<file path="src/de_cfg_pkg.sv">
package de_cfg_pkg;

	// Drawing opcodes
	// Codes outside this list are carried through as is
	typedef enum logic [3:0] {
		op_noop   = 4'd0,
		op_bitblt = 4'd1,
		op_line   = 4'd2,
		op_rect   = 4'd3,
		op_fill   = 4'd4
	} de_opc_e;

	// Pixel size in buf_ctrl[8:7], both odd codes select 16 bits
	typedef enum logic [1:0] {
		psize_8   = 2'd0,
		psize_16  = 2'd1,
		psize_32  = 2'd2,
		psize_16b = 2'd3
	} de_psize_e;

	typedef struct packed {
		logic [12:0] buf_ctrl;
		logic [31:0] sorg;
		logic [31:0] dorg;
		logic [11:0] sptch;
		logic [11:0] dptch;
		de_opc_e     opc;
		logic [3:0]  rop;
		logic [4:0]  style;
		logic        nlst;
		logic [1:0]  apat;
		logic [2:0]  clp;
		logic [31:0] fore;
		logic [31:0] back;
		logic [3:0]  mask;
		logic [23:0] de_key;
		logic [15:0] alpha;
		logic [17:0] acntrl;
		logic [1:0]  bc_lvl;
	} de_regs_t;

	// Host register map, word index
	localparam logic [3:0] addr_buf_ctrl = 4'd0;
	localparam logic [3:0] addr_sorg     = 4'd1;
	localparam logic [3:0] addr_dorg     = 4'd2;
	localparam logic [3:0] addr_pitch    = 4'd3;
	localparam logic [3:0] addr_fore     = 4'd4;
	localparam logic [3:0] addr_back     = 4'd5;
	localparam logic [3:0] addr_key      = 4'd6;
	localparam logic [3:0] addr_alpha    = 4'd7;
	localparam logic [3:0] addr_acntrl   = 4'd8;
	localparam logic [3:0] addr_cmd      = 4'd9;

endpackage

</file>
<file path="src/de_bus_pkg.sv">
package de_bus_pkg;

	// One host register write
	typedef struct packed {
		logic [3:0]  addr;
		logic [31:0] data;
	} host_wr_t;

	// Command packet handed to the drawing pipeline
	// fore and back are already replicated to 32 bits,
	// buf_ctrl carries the bit 3 fix-up
	typedef struct packed {
		de_cfg_pkg::de_regs_t regs;
	} de_cmd_t;

endpackage

</file>
<file path="src/de_host_regs.sv">
`timescale 1ns/1ns

module de_host_regs (
	input  logic                 de_clk,
	input  logic                 de_rstn,
	input  logic                 host_valid,
	input  de_bus_pkg::host_wr_t host_wr,
	output logic                 host_ready,
	input  logic                 cmd_busy,
	output de_cfg_pkg::de_regs_t s1_regs,
	output logic                 load_actvn
);

	import de_cfg_pkg::*;
	import de_bus_pkg::*;

	de_regs_t    s1_q;
	logic        wr_en;
	logic        cmd_wr;
	logic [31:0] wdata;
	de_opc_e     wr_opc;

	// Only the command word waits for stage 2
	always_comb begin
		host_ready = !((host_wr.addr == addr_cmd) && cmd_busy);
	end

	assign wr_en  = host_valid && host_ready;
	assign cmd_wr = wr_en && (host_wr.addr == addr_cmd);
	assign wdata  = host_wr.data;
	assign wr_opc = de_opc_e'(wdata[3:0]);

	// Stage-1 register file, one group per address
	always_ff @(posedge de_clk or negedge de_rstn) begin
		if (!de_rstn) begin
			s1_q <= '0;
		end else if (wr_en) begin
			case (host_wr.addr)
				addr_buf_ctrl: begin
					s1_q.buf_ctrl <= wdata[12:0];
				end
				addr_sorg: begin
					s1_q.sorg <= wdata;
				end
				addr_dorg: begin
					s1_q.dorg <= wdata;
				end
				addr_pitch: begin
					s1_q.sptch <= wdata[11:0];
					s1_q.dptch <= wdata[27:16];
				end
				addr_fore: begin
					s1_q.fore <= wdata;
				end
				addr_back: begin
					s1_q.back <= wdata;
				end
				addr_key: begin
					s1_q.de_key <= wdata[23:0];
					s1_q.mask   <= wdata[27:24];
				end
				addr_alpha: begin
					s1_q.alpha <= wdata[15:0];
				end
				addr_acntrl: begin
					s1_q.acntrl <= wdata[17:0];
				end
				addr_cmd: begin
					s1_q.opc    <= wr_opc;
					s1_q.rop    <= wdata[7:4];
					s1_q.style  <= wdata[12:8];
					s1_q.nlst   <= wdata[13];
					s1_q.apat   <= wdata[15:14];
					s1_q.clp    <= wdata[18:16];
					s1_q.bc_lvl <= wdata[21:20];
				end
				default: begin
					// Unmapped addresses are dropped
				end
			endcase
		end
	end

	// Activation strobe lands one cycle after the command word,
	// so stage 2 copies the freshly written fields
	always_ff @(posedge de_clk or negedge de_rstn) begin
		if (!de_rstn) begin
			load_actvn <= 1'b1;
		end else begin
			load_actvn <= !(cmd_wr && (wr_opc != op_noop));
		end
	end

	assign s1_regs = s1_q;

endmodule

</file>
<file path="src/de_cmd_stage.sv">
`timescale 1ns/1ns

module de_cmd_stage (
	input  logic                 de_clk,
	input  logic                 de_rstn,
	input  logic                 load_actvn,
	input  logic                 cmdcpyclr,
	input  de_cfg_pkg::de_regs_t s1_regs,
	output de_cfg_pkg::de_regs_t s2_regs,
	output logic                 cmd_busy
);

	import de_cfg_pkg::*;

	de_regs_t    s2_q;
	de_psize_e   psize;
	logic [31:0] fore_rep;
	logic [31:0] back_rep;
	logic [12:0] bc_fix;

	// Pixel size comes from the stage-1 buffer control being copied
	assign psize = de_psize_e'(s1_regs.buf_ctrl[8:7]);

	// Fill the 32-bit colors with copies of one pixel
	always_comb begin
		case (psize)
			psize_8: begin
				fore_rep = {4{s1_regs.fore[7:0]}};
				back_rep = {4{s1_regs.back[7:0]}};
			end
			psize_16, psize_16b: begin
				fore_rep = {2{s1_regs.fore[15:0]}};
				back_rep = {2{s1_regs.back[15:0]}};
			end
			default: begin
				fore_rep = s1_regs.fore;
				back_rep = s1_regs.back;
			end
		endcase
	end

	// Stage-2 set
	// The opcode clear is written last so it wins over a load
	always_ff @(posedge de_clk or negedge de_rstn) begin
		if (!de_rstn) begin
			s2_q <= '0;
		end else begin
			if (!load_actvn) begin
				s2_q      <= s1_regs;
				s2_q.fore <= fore_rep;
				s2_q.back <= back_rep;
			end
			if (cmdcpyclr) begin
				s2_q.opc <= op_noop;
			end
		end
	end

	// Bit 3 is forced when bits 2 and 0 are both set
	assign bc_fix = {
		s2_q.buf_ctrl[12:4],
		s2_q.buf_ctrl[3] | (s2_q.buf_ctrl[2] & s2_q.buf_ctrl[0]),
		s2_q.buf_ctrl[2:0]
	};

	always_comb begin
		s2_regs          = s2_q;
		s2_regs.buf_ctrl = bc_fix;
	end

	// A load already in flight also counts as busy, otherwise a
	// second command word could overwrite stage 2 before it issues
	assign cmd_busy = (s2_q.opc != op_noop) || !load_actvn;

endmodule

</file>
<file path="src/de_cmd_issue.sv">
`timescale 1ns/1ns

module de_cmd_issue (
	input  de_cfg_pkg::de_regs_t s2_regs,
	output logic                 cmd_valid,
	input  logic                 cmd_ready,
	output de_bus_pkg::de_cmd_t  cmd,
	output logic                 cmdcpyclr
);

	import de_cfg_pkg::*;
	import de_bus_pkg::*;

	logic pending;
	logic accept;

	// Stage 2 holds a command whenever its opcode is live
	assign pending = (s2_regs.opc != op_noop);

	// Packet follows stage 2 directly, steady while it is held
	always_comb begin
		cmd      = '0;
		cmd.regs = s2_regs;
	end

	assign cmd_valid = pending;

	// Handshake completes in the same cycle it is seen
	assign accept = pending && cmd_ready;

	// Opcode clear for stage 2, taken at the next edge
	assign cmdcpyclr = accept;

endmodule

</file>
<file path="src/de_top.sv">
`timescale 1ns/1ns

module de_top (
	input  logic                 de_clk,
	input  logic                 de_rstn,
	input  logic                 host_valid,
	input  de_bus_pkg::host_wr_t host_wr,
	output logic                 host_ready,
	output logic                 cmd_valid,
	input  logic                 cmd_ready,
	output de_bus_pkg::de_cmd_t  cmd
);

	import de_cfg_pkg::*;

	de_regs_t s1_regs;
	de_regs_t s2_regs;
	logic     load_actvn;
	logic     cmdcpyclr;
	logic     cmd_busy;

	// Host side and stage-1 registers
	de_host_regs u_host_regs (
		.de_clk     (de_clk),
		.de_rstn    (de_rstn),
		.host_valid (host_valid),
		.host_wr    (host_wr),
		.host_ready (host_ready),
		.cmd_busy   (cmd_busy),
		.s1_regs    (s1_regs),
		.load_actvn (load_actvn)
	);

	de_cmd_stage u_cmd_stage (
		.de_clk     (de_clk),
		.de_rstn    (de_rstn),
		.load_actvn (load_actvn),
		.cmdcpyclr  (cmdcpyclr),
		.s1_regs    (s1_regs),
		.s2_regs    (s2_regs),
		.cmd_busy   (cmd_busy)
	);

	// Pipeline side
	de_cmd_issue u_cmd_issue (
		.s2_regs   (s2_regs),
		.cmd_valid (cmd_valid),
		.cmd_ready (cmd_ready),
		.cmd       (cmd),
		.cmdcpyclr (cmdcpyclr)
	);

endmodule

</file>
<file path="config.mk">
export PLATFORM = sky130hd
export DESIGN_NAME = de_top
export DESIGN_NICKNAME = d
export VERILOG_FILES = /design/src/de_cfg_pkg.sv /design/src/de_bus_pkg.sv /design/src/de_host_regs.sv /design/src/de_cmd_stage.sv /design/src/de_cmd_issue.sv /design/src/de_top.sv
export SDC_FILE = /design/constraint.sdc
export NUM_CORES = 1
export LEC_CHECK = 0
export CAP_MARGIN = 30
export CELL_PAD_IN_SITES_DETAIL_PLACEMENT = 0
export CELL_PAD_IN_SITES_GLOBAL_PLACEMENT = 1
export CORE_MARGIN = 2
export CORE_UTILIZATION = 57
export DETAILED_ROUTE_END_ITERATION = 6
export DONT_BUFFER_PORTS = 1
export PLACE_DENSITY = 0.95
export SYNTH_ARGS = -nofsm -noshare
export SYNTH_HDL_FRONTEND = slang
export SYNTH_SLANG_ARGS = --single-unit
</file>
<file path="constraint.sdc">
create_clock -name de_clk -period 5.3 [get_ports de_clk]
set_input_delay 1.06 -clock de_clk [delete_from_list [all_inputs] [get_ports de_clk]]
set_output_delay 1.06 -clock de_clk [all_outputs]
set_load 0.03 [all_outputs]
</file>
After elaboration in Yosys (flattened, before gate mapping) --
Cells that the tools add are included.
Operators by class: equality and inequality tests 12, mux-type cells 4, bitwise operators 2, reductions and logical operators 24
Operators with widths (count):
- two-way mux 147 bit | 1
- one-hot mux 32 bit (2 select lines) | 2
- AND reduction 2 bit | 10
- == test 4 x 3 -> 1 bit (second input constant) | 4
- == test 4 x 2 -> 1 bit (second input constant) | 2
- == test 4 bit (second input constant) | 2
- nonzero test 4 bit | 2
- logical AND 1 bit | 5
- == test 4 x 1 -> 1 bit (second input constant) | 1
- zero test 4 bit | 1
- two-way mux 4 bit | 1
- zero test 1 bit | 3
- == test 2 x 1 -> 1 bit (second input constant) | 1
- == test 2 bit (second input constant) | 1
- zero test 2 bit | 1
- != test 2 bit (second input constant) | 1
- OR reduction 2 bit | 1
- AND 1 bit | 1
- logical OR 1 bit | 1
- bitwise OR 1 bit | 1
Word-level totals: register bits 497, input port bits 40, output and inout port bits 250, word-level logic and storage cells 79

Logic depth before layout (Yosys ltp) --
depth in word-level cells 8, depth in mapped cells 6, depth with buffers taken out 3

Hierarchy --
Synthesis repeated with hierarchy kept, for this count alone.
Second synthesis, totals: cells, all modules 1719, area, all modules 23989.3 µm²
Modules (own cells, without submodules):
- de_cmd_stage | instances 1, cells an instance 916, area each 12619.6 µm², seq. area each 6206.0 µm²
- de_host_regs | instances 1, cells an instance 553, area each 9489.1 µm², seq. area each 6232.2 µm²
- de_cmd_issue | instances 1, cells an instance 250, area each 1880.6 µm², seq. area each 0.0 µm²

Worst setup path after synthesis --
OpenSTA, ideal clock, no wires.
kind input to output, start point in host_wr[33] in the netlist's numbering, end point out host_ready, arrival 1.736 ns, required time 4.240 ns, slack 2.504 ns, cell stages on the path 3, path buffers 1, cells stage by stage clkbuf_1 -> and4bb_2 -> nand2_1
Between the ends: cells in the longest elaborated chain, start to end 3
Ends and longest elaborated chain:
- start, declared | RTL line de_top.sv:7 | input de_bus_pkg::host_wr_t host_wr,
- == test 4 bit | RTL line de_host_regs.sv:25 | host_ready = !((host_wr.addr == addr_cmd) && cmd_busy);
- logical AND 1 bit | RTL line de_host_regs.sv:25
- zero test 1 bit | RTL line de_host_regs.sv:25
- end, declared | RTL line de_top.sv:8 | output logic host_ready,
Every way passes these cells.

Worst setup path in the final report --
start point reg u_cmd_stage.s2_q, in the netlist u_cmd_stage.s2_regs[144], end point out host_ready
Between the ends: cells in the longest elaborated chain, start to end 4
Ends and longest elaborated chain:
- start, declared | RTL line de_cmd_stage.sv:15 | de_regs_t s2_q;
- start signal, assigned | RTL line de_cmd_stage.sv:49 | s2_q <= s1_regs;
- nonzero test 4 bit | RTL line de_cmd_stage.sv:73 | assign cmd_busy = (s2_q.opc != op_noop) || !load_actvn;
- logical OR 1 bit | RTL line de_cmd_stage.sv:73
- logical AND 1 bit | RTL line de_host_regs.sv:25
- zero test 1 bit | RTL line de_host_regs.sv:25
Every way passes these cells.

==> impl_metrics.tcl <==
set metrics [dict create \
    peak_clock_frequency_supported_by_timing_mhz 296 \
    compound_gate_fraction_of_synth_area_pct 1.17 \
    num_vias 9811 \
    outcome "completed" \
    synth-async-reset-ratio_pct 100 \
    stdcell_area_um2 21400 \
    register_clock_pin_slew_on_the_reported_worst_setup_and_hold_paths_ns 0.06 \
    path_class "reg -> out" \
    final_min_period_over_clock_period_pct 63.8 \
    setup_violations 0 \
    crit_path_start_kind "flop" \
    start_util_pct 57.9 \
    coreArea_um2 36500 \
    die_w_um 197 \
    cts_buffers 51 \
    totalWireLength_um 45400 \
    worstPathArrival_ns 2.32 \
    clock_root_buffer "sky130_fd_sc_hd__clkbuf_16" \
    synth.net_count 1498 \
    wl_per_cell_um 26.6 \
    synthCells 1458 \
    first_global_vias 10300 \
    power.density_nw_per_um2 631 \
    post-cts-setup-buffer-count 0 \
    synth_top_family_by_area "multiplexers" \
    number_of_inserted_filler_cells_in_the_final_layout 2745 \
    synthesized_area_fraction_occupied_by_xor_and_xnor_cells_pct 0 \
    post_cts.resized_instances 0 \
    final-hold-violation-count 0 \
    remaining_antenna_violation_count_after_routing 0 \
    drive_gt1_share_pct 45.6 \
    overflow 0 \
    post_synth_adder_cell_area_pct 0 \
    ios 290 \
    worst_clock_skew_ns 0.0100 \
    synthesized_area_per_cell_um2 14.5 \
    rows 70 \
    worst-slew-pin-transition_ns 1.00 \
    rsz0062_at_grt "no" \
    clock-sinks 497 \
    drt_iter0_markers 535 \
    r2r_cells 3 \
    synth-edff-count 0 \
    rrSetupSlack_ns 2.94 \
    most_common_cell_after_layout_fill_and_taps_aside "sky130_fd_sc_hd__dfrtp_1" \
    synthMuxAreaShare_pct 27.5 \
    netlist-cell-type-count 28 \
    timing.final.crit_period_ns 3.38 \
    drt-vias-per-instance 5.75 \
    critPathCaptureType "primary output" \
    finalSetupTns_ns 0 \
    total_die_area_um2 38600 \
    synth-seq-area-share_pct 58.9 \
    ys.warnings.count 0 \
    p_leak_nw 10.1 \
    clock_path_buffers 3 \
    hpwl_um 28600 \
    detailed_place.area_um2 19600 \
    synth_top_flop_cell "sky130_fd_sc_hd__dfrtp_1" \
    die-height_um 197 \
    grt_pass1_wl_um 67600 \
    timing.critical_path.fanout_max 4 \
    clock_latency_ns 0.58 \
    synthToLayoutAreaGrowth_pct 1.13 \
    cts_tree "yes" \
    initial_antenna_violation_count 5 \
    mappedNetlistArea_um2 21100 \
    firstDrtPassIters 6 \
    grt_usage_pct 23.9 \
    max-vdd-ir-drop_mv 0.369 \
    yosys_register_bits 497 \
    htreeDepth 2 \
    grt_start_max_net_pins 498 \
    simple_gate_share_of_the_synthesized_area_pct 1.79 \
    globalplace.congestion 0.755 \
    fin_nets 1241 \
    slew_headroom_pct 33.2 \
    rr_startpoint "u_host_regs.load_actvn" \
    timing.hold.worst.class "in -> async" \
    cp_data_required_time_ns 4.24 \
    antenna_cells_inserted 0 \
    buffer_ports.inserted 0 \
    most-common-layout-cells "496 x sky130_fd_sc_hd__dfrtp_1, 430 x sky130_fd_sc_hd__mux2_2, 52 x sky130_fd_sc_hd__nand2_1, 52 x sky130_fd_sc_hd__mux2i_1, 51 x sky130_fd_sc_hd__clkbuf_16" \
    cts_hold_buffers 0 \
    finalMaxSlewViolations 0 \
    critical_path.reg2reg.endpoint "u_cmd_stage.s2_regs[225]" \
    max-cap-violations 0 \
    detail_route.drc_violations 0 \
]
[flip-flops by register name, summed over array words and instances, names as in the netlist]
| name | flops |
|---|---|
| u_host_regs.load_actvn | 1 |
| u_cmd_stage.s2_regs | 247 |
| u_cmd_stage.s2_q | 1 |
| u_host_regs.s1_regs | 248 |
[Yosys cell counts, drive strengths merged, types with 2 or more instances]
| master | instances | area (um2) |
|---|---|---|
| dfrtp | 496 | 12400 |
| mux2 | 460 | 5290 |
| buf | 308 | 2190 |
| mux2i | 52 | 521 |
| nand2 | 52 | 195 |
| o21ai | 48 | 240 |
| clkbuf | 16 | 60.1 |
| nor2 | 7 | 31.3 |
| nand3b | 3 | 35.0 |
| nor2b | 3 | 18.8 |
| nor3b | 3 | 32.5 |
| nor4 | 2 | 18.8 |
[logic make-up (layout without fill, tap and decap cells)]
| group | after synthesis | in the layout |
|---|---|---|
| muxes | 512 | 512 |
| DFF | 497 | 497 |
| buffers and inverters | 325 | 105 |
| and+or+nand+nor | 75 | 75 |
| AOI/OAI and AO/OA | 49 | 49 |
[layer usage]
layer / track usage (%) / routed length, um / vias up
met1: 29.9 / 17700 / 5198
met2: 37.9 / 21500 / 285
li1: - / - / 4234
met3: 7.92 / 4170 / 94
met4: 10.9 / 1990 / 0
met5: 0 / 0 / -
[worst max path at each step]
| stage | start | end | slack, ns | cells past startpoint |
|---|---|---|---|---|
| after floorplan | host_wr[33] | host_ready | 2.50 | 3 |
| after global placement | host_wr[34] | u_host_regs.s1_regs[156] | 2.18 | 3 |
| after detailed placement | host_wr[34] | u_host_regs.s1_regs[187] | 2.22 | 4 |
| after CTS | u_cmd_stage.s2_regs[144] | cmd_valid | 1.84 | 2 |
| after global routing | u_cmd_stage.s2_regs[144] | host_ready | 1.70 | 3 |
| final | u_cmd_stage.s2_regs[144] | host_ready | 1.92 | 3 |
[critical path, stage by stage (launching register included)]
cell                      delay (ns)
sky130_fd_sc_hd__dfrtp_1        0.52
sky130_fd_sc_hd__nor4_2         0.84
sky130_fd_sc_hd__nand2_1        0.12
sky130_fd_sc_hd__nand2_1        0.27
[power by group]
| part | switching, mW | total, mW | internal, mW |
|---|---|---|---|
| sequential | 2.93 | 8.08 | 5.15 |
| combinational | 0.637 | 1.79 | 1.15 |
| clock | 1.44 | 3.62 | 2.18 |
[stage by stage]
stage / hold WS, ns / setup WS (ns) / std cells / total power [mW] / utilization (%)
after floorplan: 0.454 / 2.50 / 1458 / 10.5 / -
after global placement: 0.482 / 2.18 / 1611 / 9.77 / 53.6
after detailed placement: 0.487 / 2.22 / 1615 / 9.94 / 53.8
after CTS: 0.157 / 1.84 / 1705 / 13.6 / 58.4
after global routing: 0.155 / 1.70 / 1706 / 14.1 / 58.5
final: 0.186 / 1.92 / 1706 / 13.5 / 58.5
[cell type report]
cell class / instances / area [um2] / area share (%)
Timing Repair Buffer: 14 / 185 / 0.866
Clock buffer: 76 / 1490 / 6.97
Sequential cell: 497 / 12400 / 58.2
Inverter: 1 / 3.75 / 0.0176
Tap cell: 468 / 586 / 2.74
Multi-Input combinational cell: 636 / 6460 / 30.2
Clock inverter: 14 / 209 / 0.978
Note: power is estimated with default switching activity, not from simulation.
